### config.mk
export PLATFORM = sky130hd
export DESIGN_NAME = mfp
export DESIGN_NICKNAME = d
export VERILOG_FILES = /design/src/mfp_pkg.sv /design/src/mfp.sv /design/src/mfp_tx_fifo.sv /design/src/mfp_irq_ctrl.sv /design/src/mfp_timer.sv
export VERILOG_INCLUDE_DIRS = /design/src
export SDC_FILE = /design/constraint.sdc
export NUM_CORES = 1
export LEC_CHECK = 0
export ABC_AREA = 1
export BUFFER_PORTS_ARGS = -buffer_cell sky130_fd_sc_hd__buf_2
export CORE_ASPECT_RATIO = 1.4
export CORE_UTILIZATION = 50
export DETAILED_ROUTE_END_ITERATION = 16
export PLACE_DENSITY = 0.73
export SLEW_MARGIN = 15
export SYNTH_ARGS = -nofsm -noshare
export SYNTH_HDL_FRONTEND = slang
export SYNTH_SLANG_ARGS = --single-unit
### constraint.sdc
create_clock -name clk -period 3.1 [get_ports clk]
set_clock_uncertainty 0.2 [all_clocks]
set_input_delay 0.155 -clock clk [delete_from_list [all_inputs] [get_ports clk]]
set_output_delay 0.155 -clock clk [all_outputs]
set_load 0.02 [all_outputs]
### src/mfp_settings.svh
// mfp register map and constants
`ifndef MFP_SETTINGS_SVH
`define MFP_SETTINGS_SVH

// cpu bus register addresses
`define MFP_A_GPIP   5'h00
`define MFP_A_AER    5'h01
`define MFP_A_DDR    5'h02
// interrupt registers, a is the upper half
`define MFP_A_IERA   5'h03
`define MFP_A_IERB   5'h04
`define MFP_A_IPRA   5'h05
`define MFP_A_IPRB   5'h06
`define MFP_A_ISRA   5'h07
`define MFP_A_ISRB   5'h08
`define MFP_A_IMRA   5'h09
`define MFP_A_IMRB   5'h0a
`define MFP_A_VR     5'h0b
// timer control and data
`define MFP_A_TACR   5'h0c
`define MFP_A_TBCR   5'h0d
`define MFP_A_TCDCR  5'h0e
`define MFP_A_TADR   5'h0f
`define MFP_A_TBDR   5'h10
`define MFP_A_TCDR   5'h11
`define MFP_A_TDDR   5'h12
// uart transmit status and data
`define MFP_A_TSR    5'h16
`define MFP_A_UDR    5'h17

// tx fifo holds 2^bits slots, one kept free
`define MFP_FIFO_ADDR_BITS 4

// prescaler divisors for control values 1..7
`define MFP_PRESCALE_1 8'd4
`define MFP_PRESCALE_2 8'd10
`define MFP_PRESCALE_3 8'd16
`define MFP_PRESCALE_4 8'd50
`define MFP_PRESCALE_5 8'd64
`define MFP_PRESCALE_6 8'd100
`define MFP_PRESCALE_7 8'd200

// interrupt source numbers
`define MFP_IRQ_TA  4'd13
`define MFP_IRQ_TB  4'd8
`define MFP_IRQ_TC  4'd5
`define MFP_IRQ_TD  4'd4
`define MFP_IRQ_GP3 4'd3
`define MFP_IRQ_GP4 4'd6
`define MFP_IRQ_GP5 4'd7
`define MFP_IRQ_GP7 4'd15

`endif
### src/mfp_pkg.sv
// mfp shared types
package mfp_pkg;

	// cpu bus data and register contents
	typedef logic [7:0] mfp_byte_t;

	// register address on the cpu bus
	typedef logic [4:0] mfp_addr_t;

	// one bit per interrupt source
	typedef logic [15:0] mfp_irq_vec_t;

	// interrupt source number, also the vector low nibble
	typedef logic [3:0] mfp_irq_num_t;

	// timer control field
	// bit 3 picks event/pulse, bits 2..0 the prescaler
	typedef logic [4:0] mfp_tmr_ctrl_t;

	// timer operating mode
	typedef enum logic [1:0] {
		TMR_STOP,
		TMR_DELAY,
		TMR_EVENT,
		TMR_PULSE
	} tmr_mode_e;

endpackage

### src/mfp.sv
// mfp top level
`timescale 1ns/1ps
`include "mfp_settings.svh"

module mfp (
	input  logic               clk,
	input  logic               reset,
	input  mfp_pkg::mfp_byte_t din_i,
	input  logic               sel_i,
	input  mfp_pkg::mfp_addr_t addr_i,
	input  logic               ds_i,
	input  logic               rw_i,
	input  logic               iack_i,
	output mfp_pkg::mfp_byte_t dout_o,
	output logic               irq_o,
	output logic               serial_available_o,
	output mfp_pkg::mfp_byte_t serial_data_o,
	input  logic               serial_strobe_i,
	input  logic               clk_ext_i,
	input  logic [1:0]         t_i,
	input  mfp_pkg::mfp_byte_t gpip_i
);
	import mfp_pkg::*;

	logic          bus_wr;
	logic          bus_rd;
	mfp_byte_t     gpip;
	mfp_byte_t     aer;
	mfp_byte_t     ddr;
	mfp_byte_t     gpip_rd;
	mfp_byte_t     ti_mask;
	mfp_byte_t     ti_val;
	mfp_byte_t     gp_s1;
	mfp_byte_t     gp_s2;
	logic [3:0]    gp_edge_q;
	mfp_tmr_ctrl_t ta_ctrl, tb_ctrl, tc_ctrl, td_ctrl;
	mfp_byte_t     ta_data, tb_data, tc_data, td_data;
	logic          ta_pulse, tb_pulse;
	logic          ta_done, tb_done, tc_done, td_done;
	mfp_irq_vec_t  irq_event;
	mfp_irq_vec_t  ier, ipr, isr, imr;
	mfp_byte_t     vr;
	mfp_byte_t     vector;
	logic          fifo_full;

	assign bus_wr = sel_i && !ds_i && !rw_i;
	assign bus_rd = sel_i && !ds_i && rw_i;

	// port registers
	always_ff @(posedge clk) begin
		if (reset) begin
			gpip <= '0;
			aer  <= '0;
			ddr  <= '0;
		end else if (bus_wr) begin
			if (addr_i == `MFP_A_GPIP)
				gpip <= din_i;
			if (addr_i == `MFP_A_AER)
				aer <= din_i;
			if (addr_i == `MFP_A_DDR)
				ddr <= din_i;
		end
	end

	// ddr bit set means output, read back the register
	assign gpip_rd = (gpip_i & ~ddr) | (gpip & ddr);

	// pulse mode timers take over gpip bits 4 and 3
	assign ti_mask = {3'b000, ta_pulse, tb_pulse, 3'b000};
	assign ti_val  = {3'b000, t_i[0], t_i[1], 3'b000};

	// two sync stages then a registered falling edge
	always_ff @(posedge clk) begin
		if (reset) begin
			gp_s1     <= '0;
			gp_s2     <= '0;
			gp_edge_q <= '0;
		end else begin
			gp_s1     <= aer ^ ((gpip_i & ~ti_mask) | (ti_val & ti_mask));
			gp_s2     <= gp_s1;
			gp_edge_q <= {gp_s2[7] & ~gp_s1[7], gp_s2[5] & ~gp_s1[5],
				gp_s2[4] & ~gp_s1[4], gp_s2[3] & ~gp_s1[3]};
		end
	end

	// map event pulses onto source numbers
	always_comb begin
		irq_event = '0;
		irq_event[`MFP_IRQ_TA]  = ta_done;
		irq_event[`MFP_IRQ_TB]  = tb_done;
		irq_event[`MFP_IRQ_TC]  = tc_done;
		irq_event[`MFP_IRQ_TD]  = td_done;
		irq_event[`MFP_IRQ_GP3] = gp_edge_q[0];
		irq_event[`MFP_IRQ_GP4] = gp_edge_q[1];
		irq_event[`MFP_IRQ_GP5] = gp_edge_q[2];
		irq_event[`MFP_IRQ_GP7] = gp_edge_q[3];
	end

	mfp_timer #(.HAS_EVENT(1)) timer_a (
		.clk          (clk),
		.reset        (reset),
		.xclk_i       (clk_ext_i),
		.ctrl_i       (din_i[4:0]),
		.ctrl_we_i    (bus_wr && addr_i == `MFP_A_TACR),
		.data_i       (din_i),
		.data_we_i    (bus_wr && addr_i == `MFP_A_TADR),
		.t_i          (t_i[0] ^ aer[4]),
		.ctrl_o       (ta_ctrl),
		.data_o       (ta_data),
		.pulse_mode_o (ta_pulse),
		.done_o       (ta_done)
	);

	mfp_timer #(.HAS_EVENT(1)) timer_b (
		.clk          (clk),
		.reset        (reset),
		.xclk_i       (clk_ext_i),
		.ctrl_i       (din_i[4:0]),
		.ctrl_we_i    (bus_wr && addr_i == `MFP_A_TBCR),
		.data_i       (din_i),
		.data_we_i    (bus_wr && addr_i == `MFP_A_TBDR),
		.t_i          (t_i[1] ^ aer[3]),
		.ctrl_o       (tb_ctrl),
		.data_o       (tb_data),
		.pulse_mode_o (tb_pulse),
		.done_o       (tb_done)
	);

	// c and d share one control register, delay mode only
	mfp_timer #(.HAS_EVENT(0)) timer_c (
		.clk          (clk),
		.reset        (reset),
		.xclk_i       (clk_ext_i),
		.ctrl_i       ({2'b00, din_i[6:4]}),
		.ctrl_we_i    (bus_wr && addr_i == `MFP_A_TCDCR),
		.data_i       (din_i),
		.data_we_i    (bus_wr && addr_i == `MFP_A_TCDR),
		.t_i          (1'b0),
		.ctrl_o       (tc_ctrl),
		.data_o       (tc_data),
		.pulse_mode_o (),
		.done_o       (tc_done)
	);

	mfp_timer #(.HAS_EVENT(0)) timer_d (
		.clk          (clk),
		.reset        (reset),
		.xclk_i       (clk_ext_i),
		.ctrl_i       ({2'b00, din_i[2:0]}),
		.ctrl_we_i    (bus_wr && addr_i == `MFP_A_TCDCR),
		.data_i       (din_i),
		.data_we_i    (bus_wr && addr_i == `MFP_A_TDDR),
		.t_i          (1'b0),
		.ctrl_o       (td_ctrl),
		.data_o       (td_data),
		.pulse_mode_o (),
		.done_o       (td_done)
	);

	// write enables are {upper half, lower half}
	mfp_irq_ctrl i_irq_ctrl (
		.clk      (clk),
		.reset    (reset),
		.din_i    (din_i),
		.ier_we_i ({bus_wr && addr_i == `MFP_A_IERA, bus_wr && addr_i == `MFP_A_IERB}),
		.ipr_we_i ({bus_wr && addr_i == `MFP_A_IPRA, bus_wr && addr_i == `MFP_A_IPRB}),
		.isr_we_i ({bus_wr && addr_i == `MFP_A_ISRA, bus_wr && addr_i == `MFP_A_ISRB}),
		.imr_we_i ({bus_wr && addr_i == `MFP_A_IMRA, bus_wr && addr_i == `MFP_A_IMRB}),
		.vr_we_i  (bus_wr && addr_i == `MFP_A_VR),
		.event_i  (irq_event),
		.iack_i   (iack_i),
		.ier_o    (ier),
		.ipr_o    (ipr),
		.isr_o    (isr),
		.imr_o    (imr),
		.vr_o     (vr),
		.vector_o (vector),
		.irq_o    (irq_o)
	);

	mfp_tx_fifo i_tx_fifo (
		.clk         (clk),
		.reset       (reset),
		.data_i      (din_i),
		.write_i     (bus_wr && addr_i == `MFP_A_UDR),
		.strobe_i    (serial_strobe_i),
		.available_o (serial_available_o),
		.data_o      (serial_data_o),
		.full_o      (fifo_full)
	);

	// cpu read mux, vector during iack
	always_comb begin
		dout_o = '0;
		if (bus_rd) begin
			case (addr_i)
				`MFP_A_GPIP:  dout_o = gpip_rd;
				`MFP_A_AER:   dout_o = aer;
				`MFP_A_DDR:   dout_o = ddr;
				`MFP_A_IERA:  dout_o = ier[15:8];
				`MFP_A_IERB:  dout_o = ier[7:0];
				`MFP_A_IPRA:  dout_o = ipr[15:8];
				`MFP_A_IPRB:  dout_o = ipr[7:0];
				`MFP_A_ISRA:  dout_o = isr[15:8];
				`MFP_A_ISRB:  dout_o = isr[7:0];
				`MFP_A_IMRA:  dout_o = imr[15:8];
				`MFP_A_IMRB:  dout_o = imr[7:0];
				`MFP_A_VR:    dout_o = vr;
				`MFP_A_TACR:  dout_o = {3'b000, ta_ctrl};
				`MFP_A_TBCR:  dout_o = {3'b000, tb_ctrl};
				`MFP_A_TCDCR: dout_o = {tc_ctrl[3:0], td_ctrl[3:0]};
				`MFP_A_TADR:  dout_o = ta_data;
				`MFP_A_TBDR:  dout_o = tb_data;
				`MFP_A_TCDR:  dout_o = tc_data;
				`MFP_A_TDDR:  dout_o = td_data;
				// buffer empty flag means room left
				`MFP_A_TSR:   dout_o = {!fifo_full, 7'b0000000};
				default:      dout_o = '0;
			endcase
		end else if (iack_i) begin
			dout_o = vector;
		end
	end

endmodule

### src/mfp_tx_fifo.sv
// uart transmit fifo toward the io controller
`timescale 1ns/1ps
`include "mfp_settings.svh"

module mfp_tx_fifo (
	input  logic               clk,
	input  logic               reset,
	input  mfp_pkg::mfp_byte_t data_i,
	input  logic               write_i,
	input  logic               strobe_i,
	output logic               available_o,
	output mfp_pkg::mfp_byte_t data_o,
	output logic               full_o
);
	import mfp_pkg::*;

	localparam int ABITS = `MFP_FIFO_ADDR_BITS;
	localparam int DEPTH = 1 << ABITS;

	mfp_byte_t        mem [DEPTH];
	logic [ABITS-1:0] wr_ptr;
	logic [ABITS-1:0] rd_ptr;
	logic             strobe_q1;
	logic             strobe_q2;
	logic             pop;

	// one slot stays free to tell full from empty
	assign available_o = (rd_ptr != wr_ptr);
	assign full_o      = (rd_ptr == wr_ptr + 1'b1);
	assign data_o      = mem[rd_ptr];

	// reader strobes after taking the head byte
	assign pop = strobe_q1 && !strobe_q2 && available_o;

	always_ff @(posedge clk) begin
		if (reset) begin
			wr_ptr    <= '0;
			rd_ptr    <= '0;
			strobe_q1 <= 1'b0;
			strobe_q2 <= 1'b0;
		end else begin
			strobe_q1 <= strobe_i;
			strobe_q2 <= strobe_q1;
			// writes to a full buffer are lost
			if (write_i && !full_o)
				wr_ptr <= wr_ptr + 1'b1;
			if (pop)
				rd_ptr <= rd_ptr + 1'b1;
		end
	end

	// storage
	always_ff @(posedge clk) begin
		if (write_i && !full_o)
			mem[wr_ptr] <= data_i;
	end

	// cpu has to poll the status register first
	a_no_write_full: assert property (@(posedge clk) disable iff (reset)
		write_i |-> !full_o)
		else $error("uart data written while tx fifo full");

endmodule

### src/mfp_irq_ctrl.sv
// interrupt controller with priority and vector
`timescale 1ns/1ps

module mfp_irq_ctrl (
	input  logic                  clk,
	input  logic                  reset,
	input  mfp_pkg::mfp_byte_t    din_i,
	input  logic [1:0]            ier_we_i,
	input  logic [1:0]            ipr_we_i,
	input  logic [1:0]            isr_we_i,
	input  logic [1:0]            imr_we_i,
	input  logic                  vr_we_i,
	input  mfp_pkg::mfp_irq_vec_t event_i,
	input  logic                  iack_i,
	output mfp_pkg::mfp_irq_vec_t ier_o,
	output mfp_pkg::mfp_irq_vec_t ipr_o,
	output mfp_pkg::mfp_irq_vec_t isr_o,
	output mfp_pkg::mfp_irq_vec_t imr_o,
	output mfp_pkg::mfp_byte_t    vr_o,
	output mfp_pkg::mfp_byte_t    vector_o,
	output logic                  irq_o
);
	import mfp_pkg::*;

	mfp_irq_vec_t ier;
	mfp_irq_vec_t ipr;
	mfp_irq_vec_t isr;
	mfp_irq_vec_t imr;
	mfp_byte_t    vr;
	mfp_irq_vec_t ipr_nxt;
	mfp_irq_vec_t isr_nxt;
	mfp_irq_vec_t pend_map;
	mfp_irq_vec_t active_map;
	mfp_irq_num_t hi_pend;
	mfp_irq_num_t hi_active;
	mfp_byte_t    vec_q;
	logic         vec_valid_q;
	logic         iack_q1;
	logic         iack_q2;
	logic         ack_fire;

	// number of the highest set bit or 0 when empty
	function automatic mfp_irq_num_t highest(input mfp_irq_vec_t map);
		mfp_irq_num_t n;
		n = '0;
		for (int k = 0; k < 16; k++) begin
			if (map[k])
				n = mfp_irq_num_t'(k);
		end
		return n;
	endfunction

	assign pend_map   = ipr & imr;
	// in-service sources also block lower ones
	assign active_map = (ipr | isr) & imr;
	assign hi_pend    = highest(pend_map);
	assign hi_active  = highest(active_map);

	// a higher source in service holds the line low
	assign irq_o = (pend_map != '0) && (hi_active == hi_pend);

	// acknowledge acts one cycle after iack rises
	assign ack_fire = iack_q1 && !iack_q2 && vec_valid_q;

	always_comb begin
		ipr_nxt = ipr;
		isr_nxt = isr;
		// acked source leaves pending and enters service with S set
		if (ack_fire) begin
			ipr_nxt[vec_q[3:0]] = 1'b0;
			if (vr[3])
				isr_nxt[vec_q[3:0]] = 1'b1;
		end
		// only enabled sources latch
		ipr_nxt = ipr_nxt | (event_i & ier);
		// enable and pending writes both clear zero bits
		if (ier_we_i[1] || ipr_we_i[1])
			ipr_nxt[15:8] = ipr_nxt[15:8] & din_i;
		if (ier_we_i[0] || ipr_we_i[0])
			ipr_nxt[7:0] = ipr_nxt[7:0] & din_i;
		if (isr_we_i[1])
			isr_nxt[15:8] = isr_nxt[15:8] & din_i;
		if (isr_we_i[0])
			isr_nxt[7:0] = isr_nxt[7:0] & din_i;
	end

	always_ff @(posedge clk) begin
		if (reset) begin
			ier     <= '0;
			ipr     <= '0;
			isr     <= '0;
			imr     <= '0;
			vr      <= '0;
			iack_q1 <= 1'b0;
			iack_q2 <= 1'b0;
		end else begin
			ipr     <= ipr_nxt;
			isr     <= isr_nxt;
			iack_q1 <= iack_i;
			iack_q2 <= iack_q1;
			if (ier_we_i[1])
				ier[15:8] <= din_i;
			if (ier_we_i[0])
				ier[7:0] <= din_i;
			if (imr_we_i[1])
				imr[15:8] <= din_i;
			if (imr_we_i[0])
				imr[7:0] <= din_i;
			if (vr_we_i)
				vr <= din_i;
		end
	end

	// vector relatched every clock
	// pending clears late enough to keep it stable during iack
	always_ff @(posedge clk) begin
		vec_q       <= {vr[7:4], hi_pend};
		vec_valid_q <= (pend_map != '0);
	end

	assign ier_o    = ier;
	assign ipr_o    = ipr;
	assign isr_o    = isr;
	assign imr_o    = imr;
	assign vr_o     = vr;
	assign vector_o = vec_q;

	// no unmasked source above the requesting one may be in service
	a_irq_priority: assert property (@(posedge clk) disable iff (reset)
		irq_o |-> ((isr & imr) >> hi_pend) <= 16'd1)
		else $error("irq raised below a source in service");

endmodule

### src/mfp_timer.sv
// programmable 8-bit timer
`timescale 1ns/1ps
`include "mfp_settings.svh"

module mfp_timer #(
	parameter int HAS_EVENT = 1
) (
	input  logic                   clk,
	input  logic                   reset,
	input  logic                   xclk_i,
	input  mfp_pkg::mfp_tmr_ctrl_t ctrl_i,
	input  logic                   ctrl_we_i,
	input  mfp_pkg::mfp_byte_t     data_i,
	input  logic                   data_we_i,
	input  logic                   t_i,
	output mfp_pkg::mfp_tmr_ctrl_t ctrl_o,
	output mfp_pkg::mfp_byte_t     data_o,
	output logic                   pulse_mode_o,
	output logic                   done_o
);
	import mfp_pkg::*;

	mfp_tmr_ctrl_t ctrl_q;
	tmr_mode_e     mode;
	mfp_byte_t     reload;
	mfp_byte_t     counter;
	mfp_byte_t     presc_cnt;
	mfp_byte_t     presc_div;
	logic [2:0]    xclk_sync;
	logic [2:0]    t_sync;
	logic          xclk_edge;
	logic          presc_tick;
	logic          t_fall;
	logic          count_en;

	// mode from a control value
	// without event support bit 3 is ignored
	function automatic tmr_mode_e decode_mode(input mfp_tmr_ctrl_t c);
		if (HAS_EVENT != 0 && c[3])
			return (c[2:0] == 3'd0) ? TMR_EVENT : TMR_PULSE;
		else if (c[2:0] == 3'd0)
			return TMR_STOP;
		else
			return TMR_DELAY;
	endfunction

	// divisor for the low three control bits
	always_comb begin
		case (ctrl_q[2:0])
			3'd2:    presc_div = `MFP_PRESCALE_2;
			3'd3:    presc_div = `MFP_PRESCALE_3;
			3'd4:    presc_div = `MFP_PRESCALE_4;
			3'd5:    presc_div = `MFP_PRESCALE_5;
			3'd6:    presc_div = `MFP_PRESCALE_6;
			3'd7:    presc_div = `MFP_PRESCALE_7;
			default: presc_div = `MFP_PRESCALE_1;
		endcase
	end

	// sync external clock and timer input
	always_ff @(posedge clk) begin
		if (reset) begin
			xclk_sync <= '0;
			t_sync    <= '0;
		end else begin
			xclk_sync <= {xclk_sync[1:0], xclk_i};
			t_sync    <= {t_sync[1:0], t_i};
		end
	end

	// rising xclk edge drives the prescaler
	assign xclk_edge  = xclk_sync[1] & ~xclk_sync[2];
	assign presc_tick = xclk_edge && (presc_cnt >= presc_div - 8'd1);
	// active input edge is falling with aer already applied
	assign t_fall     = t_sync[2] & ~t_sync[1];

	// free running prescaler gives the first period a loose phase
	always_ff @(posedge clk) begin
		if (reset)
			presc_cnt <= '0;
		else if (xclk_edge)
			presc_cnt <= presc_tick ? 8'd0 : presc_cnt + 8'd1;
	end

	always_comb begin
		case (mode)
			TMR_DELAY: count_en = presc_tick;
			TMR_EVENT: count_en = (HAS_EVENT != 0) && t_fall;
			// pulse mode gates the ticks with the input level
			TMR_PULSE: count_en = (HAS_EVENT != 0) && presc_tick && t_sync[1];
			default:   count_en = 1'b0;
		endcase
	end

	always_ff @(posedge clk) begin
		if (reset) begin
			ctrl_q  <= '0;
			mode    <= TMR_STOP;
			reload  <= '0;
			counter <= '0;
			done_o  <= 1'b0;
		end else begin
			done_o <= 1'b0;
			if (ctrl_we_i) begin
				ctrl_q <= ctrl_i;
				mode   <= decode_mode(ctrl_i);
			end
			if (data_we_i)
				reload <= data_i;
			// stopped timer takes the new value at once
			if (data_we_i && mode == TMR_STOP) begin
				counter <= data_i;
			end else if (count_en) begin
				// zero wraps to 255 first so 0 gives 256 counts
				if (counter == 8'd1) begin
					counter <= reload;
					done_o  <= 1'b1;
				end else begin
					counter <= counter - 8'd1;
				end
			end
		end
	end

	assign ctrl_o       = ctrl_q;
	assign data_o       = counter;
	assign pulse_mode_o = (mode == TMR_PULSE);

endmodule

Yosys cells after proc, flatten, opt, wreduce, memory -nomap -nowiden

Memory sizes are Yosys's and may differ from the RTL's. A register that Yosys moved wholly into a read port is not among the register bits.
Index checks and enable logic that the tools add are counted.

Flip-flop bits (word level): 279
Memory bits (writable): 128
Bits of input ports: 31
Output and inout port bits: 18
Word-level logic and storage cells: 319
Memories: 1

Add/subtract/negate cells: 14
Magnitude comparators: 6
Eq/ne operators: 59
Mux-type cells: 78
Bitwise logic cells: 47
Reductions and logical operators: 63

Memories:

| name          | words | bits a word | rd ports | clocked after memory_dff | write ports | line              | RTL |
|---|---|---|---|---|---|---|---|
| i_tx_fifo.mem | 16    | 8           | 1        | 1                        | 1           | mfp_tx_fifo.sv:20 | `mfp_byte_t mem [DEPTH];` |

Operators with widths:

| cell                                                                  | number |
|---|---|
| 8-bit one-hot mux with 6 select lines                                 | 4 |
| 8-bit two-way mux                                                     | 22 |
| 8-bit one-hot mux with 20 select lines                                | 1 |
| 4-bit two-way mux                                                     | 18 |
| 16-bit AND                                                            | 4 |
| 8-bit by 1-bit subtractor with 8-bit output, second input constant    | 8 |
| 8-bit AND                                                             | 7 |
| 3-bit equality test, second input constant                            | 16 |
| 16-bit two-way mux                                                    | 3 |
| 16-bit OR                                                             | 3 |
| 5-bit by 4-bit equality test with 1-bit output, second input constant | 8 |
| 1-bit logical AND                                                     | 37 |
| 8-bit by 1-bit adder with 8-bit output, second input constant         | 4 |
| 8-bit by 1-bit equality test with 1-bit output, second input constant | 4 |
| 8-bit greater-or-equal comparator                                     | 4 |
| 5-bit equality test, second input constant                            | 5 |
| 3-bit by 2-bit equality test with 1-bit output, second input constant | 8 |
| 3-bit two-way mux                                                     | 8 |
| 5-bit by 3-bit equality test with 1-bit output, second input constant | 4 |
| 16-bit NOT                                                            | 1 |
| 16-bit nonzero test                                                   | 1 |
| 1-bit two-way mux                                                     | 14 |
| 1-bit NOT                                                             | 14 |
| 3-bit OR reduction                                                    | 4 |
| 27 further kinds                                                      | 65 |

Logic depth before layout (Yosys ltp)

Word-level depth: 19
Gate-level depth with buffers: 18
Mapped depth without buffers: 17

Modules after synthesis

Synthesis repeated with hierarchy kept, for this count alone.

Cell total of the unflattened synthesis: 2627
Area total of the unflattened synthesis: 20211.9 sq um

By module, submodules not included:

| module                   | instances | cells each | area each (sq um) |
|---|---|---|---|
| mfp_tx_fifo              | 1         | 471        | 5809.3 |
| mfp_timer at timer_a ... | 2         | 286        | 2010.7 |
| mfp_timer at timer_c ... | 2         | 277        | 1906.8 |
| mfp_irq_ctrl             | 1         | 464        | 3454.6 |
| mfp                      | 1         | 566        | 3113.0 |

Least setup slack after synthesis

Ideal clock, no wire load.

Kind: register to register
Start point: register timer_a.ctrl_q[2], in the netlist timer_a.ctrl_o[2]
End point: register timer_a.counter[4], in the netlist timer_a.data_o[4]
Library setup time: 119 ps
Arrival: 2369 ps
Required time: 2781 ps
Slack: 412 ps
Cell stages (with the launch flop): 18
Path through: dfxtp_1 nor2_1 nor3_1 inv_1 ha_1 xor2_1 ha_1 a21oi_1 o21ai_0 nand4_1 o211ai_1 nand3_1 nand2_1 nand2_1 nand2_2 buf_4 o21ai_0 a21oi_1

Word-level cells in the longest chain between the ends: 8
Elaborated cells between the ends (all ways): 13

RTL lines:

| item                                                                                         | line             | RTL |
|---|---|---|
| start: declaration                                                                           | mfp_timer.sv:23  | `mfp_tmr_ctrl_t ctrl_q;` |
| start signal: assignment                                                                     | mfp_timer.sv:105 | `ctrl_q <= ctrl_i;` |
| 3-bit equality test / 3-bit by 2-bit equality test with 1-bit output (equally long branches) | mfp_timer.sv:49  | `case (ctrl_q[2:0])` |
| 8-bit one-hot mux with 6 select lines (*)                                                    | mfp_timer.sv:49  |  |
| 8-bit by 1-bit subtractor with 8-bit output (*)                                              | mfp_timer.sv:73  | `assign presc_tick = xclk_edge && (presc_cnt >= presc_div - 8'd1);` |
| 8-bit greater-or-equal comparator (*)                                                        | mfp_timer.sv:73  |  |
| 1-bit logical AND (*)                                                                        | mfp_timer.sv:73  |  |
| 1-bit logical AND                                                                            | mfp_timer.sv:90  | `TMR_PULSE: count_en = (HAS_EVENT != 0) && presc_tick && t_sync[1];` |
| 1-bit one-hot mux with 3 select lines (*)                                                    | mfp_timer.sv:86  | `case (mode)` |
| 2-bit nonzero test (no source line) (*)                                                      | n/a              |  |
| end signal: assignment                                                                       | mfp_timer.sv:112 | `counter <= data_i;` |
| end signal: assignment                                                                       | mfp_timer.sv:116 | `counter <= reload;` |
| end signal: assignment                                                                       | mfp_timer.sv:119 | `counter <= counter - 8'd1;` |
| end: declaration                                                                             | mfp_timer.sv:26  | `mfp_byte_t counter;` |

Mark *: on every way between the ends. The rest lies on a longest branch, timed or not.
A chain may end at the register's enable or synchronous reset.

Final worst setup path

Start point: input addr_i[1]
End point: output dout_o[3]

Word-level cells in the longest chain between the ends: 3
Elaborated cells between the ends (all ways): 22

RTL lines:

| item                                              | line       | RTL |
|---|---|---|
| start: declaration                                | mfp.sv:10  | `input mfp_pkg::mfp_addr_t addr_i,` |
| 5-bit equality test, or another cell as far along | mfp.sv:196 | `case (addr_i)` |
| 8-bit one-hot mux with 20 select lines (*)        | mfp.sv:196 |  |
| 8-bit two-way mux (*)                             | mfp.sv:195 | `if (bus_rd) begin` |
| end: declaration                                  | mfp.sv:14  | `output mfp_pkg::mfp_byte_t dout_o,` |

Marked as above.

==> flow_summary.yaml <==
power:
  peakVddDrop_uv: 504
  switching_share_pct: 22.1
  power.density_nw_per_um2: 506
  p_int_w: 0.00822
  combPwrFrac_pct: 3.9
  p_leak_nw: 8.19
  p_switching_w: 0.00233
  seqPwrFrac_pct: 50.3
  clkPwrFrac_pct: 45.8
clock_network:
  h-tree-depth: 2
  clkTransAtPathRegs_ns: 0.06
  cts_tree: "built"
  clock_latency_ns: 0.55
  clockRootBuffer: "clkbuf_16"
  clock_path_buffers: 3
  numCtsBuffers: 38
  cts_sinks: 390
run:
  drv_cap: 0
placement:
  dp_slack_ns: -0.0366
  place.gp.congestion: 0.999
  numPortBuffers: 48
  hpwl_um: 37900
  placed_cell_area_um2: 19100
floorplanning:
  fp.dieW_um: 163
  dieArea_um2: 37100
  start_util_pct: 50.7
  die_height_um: 227
  rows: 82
  ios: 49
  design.core.area_um2: 35800
synthesis:
  yosys.cell_types.count: 54
  ys_warn_count: 0
  synthAdderAreaFrac_pct: 3.38
  syn_nets: 2211
  seq_area_frac_synth_pct: 50.1
  netlist_instances: 2131
  synth_ff_type: "dfxtp_1"
  synth_area_um2: 18100
  synth_xor_area_share_pct: 2.08
  synth_top_family_by_area: "compound AO/OA/AOI/OAI gates"
  synth_compound_area_share_pct: 21.3
  synth_seq_cells: 390
  ys_async_sr_fraction_pct: 0
  synth_edf_count: 128
  synthMuxAreaShare_pct: 1.88
  syn_avg_cell_area_um2: 8.51
  yosys.area_share.simple_pct: 14.5
finish:
  final_area_um2: 20900
  regArea_um2: 9100
  final_cell_mix: "278 x nand2_1, 261 x a21oi_1, 254 x dfxtp_1"
  final_layout_size_suffix_gt1_share_pct: 11.1
  fillers: 3205
  multi_input_area_um2: 7990
  areaGrowthSynthToFinish_pct: 15.0
  diodes: 0
  layout_commonest_cell: "nand2_1"
  final_net_count: 2311
global_routing:
  antenna_found_initial: 0
  overflow: 0
  grt_max_degree: 61
  grt_pass1_wl_um: 84100
  first_global_vias: 15400
  grt_use_total_pct: 29.5
route:
  wirelength_um: 54700
  ant_nets: 0
  drt_iter0_drc: 1466
  post-route-drc-count: 0
  routedWlPerCell_um: 20.1
  vias: 16000
  vias_per_cell: 5.88
  firstDrtPassIters: 5
critical_path:
  timing.rr.start: "timer_b.ctrl_o[1]"
  cp-startpoint: "addr_i[1]"
  required_ns: 2.74
  criticalPathCategory: "primary input to primary output"
  cp_max_fo: 5
  crit_path_start_kind: "primary input"
  critPathCaptureType: "primary output"
  arrival_ns: 2.71
sta:
  setup_ws_ns: 0.0362
  setup_viol: 0
  max_freq_ghz: 0.326
  fin_crit_ns: 3.06
  period_share_pct: 98.8
  final-hold-violation-count: 0
  worstMarginPinSlew_ns: 1.13
  drv_slew: 0
  max-slew-margin-rel_pct: 24.3
  fin_tns_setup_ns: 0
status:
  status: "complete, no violations"
worst_hold_path:
  hold_path_class: "primary input to flip-flop"
  hold_path_startpoint: "clk_ext_i"
==> cells by family after synthesis <==
| family | Yosys count |
|---|---|
| XOR/XNOR | 43 |
| flip-flops | 390 |
| buffers and inverters | 314 |
| multiplexers | 34 |
| AO/OA/AOI/OAI | 692 |
| adder cells (fa/ha/maj) | 49 |
| AND/OR/NAND/NOR | 609 |
==> stage by stage <==
step / hold WS [ns] / power [W] / instances / util (%)
after floorplan: 0.0539 / 0.00561 / 2131 / -
after global placement: 0.161 / 0.00579 / 2615 / 53.3
after detailed placement: 0.161 / 0.00579 / 2615 / 53.3
after CTS: 0.137 / 0.0106 / 2710 / 57.6
after global routing: 0.165 / 0.0108 / 2722 / 58.3
final: 0.143 / 0.0106 / 2722 / 58.3
==> power groups by stage <==
stage	Combinational (W)	Clock, W	Sequential [W]
3_5_place_dp	0.000371	0	0.00542
2_1_floorplan	0.000191	0	0.00542
5_1_grt	0.000439	0.00508	0.00531
3_3_place_gp	0.000365	0	0.00542
6_report	0.000411	0.00483	0.00531
4_1_cts	0.000397	0.00489	0.00531
==> per-layer routing <==
layer	GRT usage (%)	part of all wire, %	vias to the layer above
met5	0	0	-
met1	33.5	38	7562
met3	3.83	5.7	180
li1	-	-	7619
met2	52.2	50	657
met4	18.2	6.1	0
==> cell type report <==
type,instances,share of cell area [%]
tap,462,2.77
sequential,390,43.6
clock buffer,49,5.01
inverter,226,4.09
clock inverter,20,1.18
multi-input combinational,1429,38.3
timing repair buffer,146,5.05
==> synthesized netlist by cell type, types with 28 or more instances <==
library cell | number | area, µm²
o21ai_1 | 28 | 140
edfxtp_1 | 128 | 3840
dfxtp_1 | 262 | 5250
nand3_1 | 57 | 285
o211ai_1 | 48 | 360
mux2i_1 | 34 | 340
o21ai_0 | 249 | 1250
nor2_1 | 182 | 683
clkbuf_1 | 65 | 244
a21oi_1 | 262 | 1310
nand2_1 | 286 | 1070
inv_1 | 206 | 773
ha_1 | 49 | 613
==> flip-flops by register name, indices dropped and copies added, names as in the netlist, 16 cells and up, named ones only <==
| signal | flops |
|---|---|
| i_irq_ctrl.ier_o | 16 |
| i_irq_ctrl.imr_o | 16 |
| i_irq_ctrl.ipr_o | 16 |
| i_irq_ctrl.isr_o | 16 |
| i_tx_fifo.mem | 128 |
==> critical path: stages <==
cell           delay [ns]
dlygate4sd3_1        0.55
buf_2                0.19
nor2_1               0.09
nand2_1              0.16
nor2_1               0.10
buf_4                0.16
nand2_1              0.09
o221ai_1             0.14
a211oi_1             0.41
nand4_1              0.28
nand2_1              0.13
o21ai_1              0.08
buf_2                0.16
==> path summary, 6_finish.rpt <==
| check | to | slack, ns | depth (start not counted) |
|---|---|---|---|
| setup / recovery | dout_o[3] | 0.04 | 13 |
| hold / removal | timer_a.xclk_sync[0] | 0.14 | 4 |
| setup reg to reg | timer_b.data_o[7] | 0.16 | 17 |
| hold reg to reg | i_irq_ctrl.vector_o[5] | 0.17 | 0 |
==> what timing repair did <==
action | 4_1_cts | 5_1_grt
gates cloned | 0 | 2
setup endpoints to repair | 9 | 172
hold endpoints to repair | 189 | 0
setup buffers | 1 | 10
pin swaps | 1 | 16
resized for setup | 3 | 44
hold buffers | 25 | 0
Note: power is estimated with default switching activity, not from simulation.
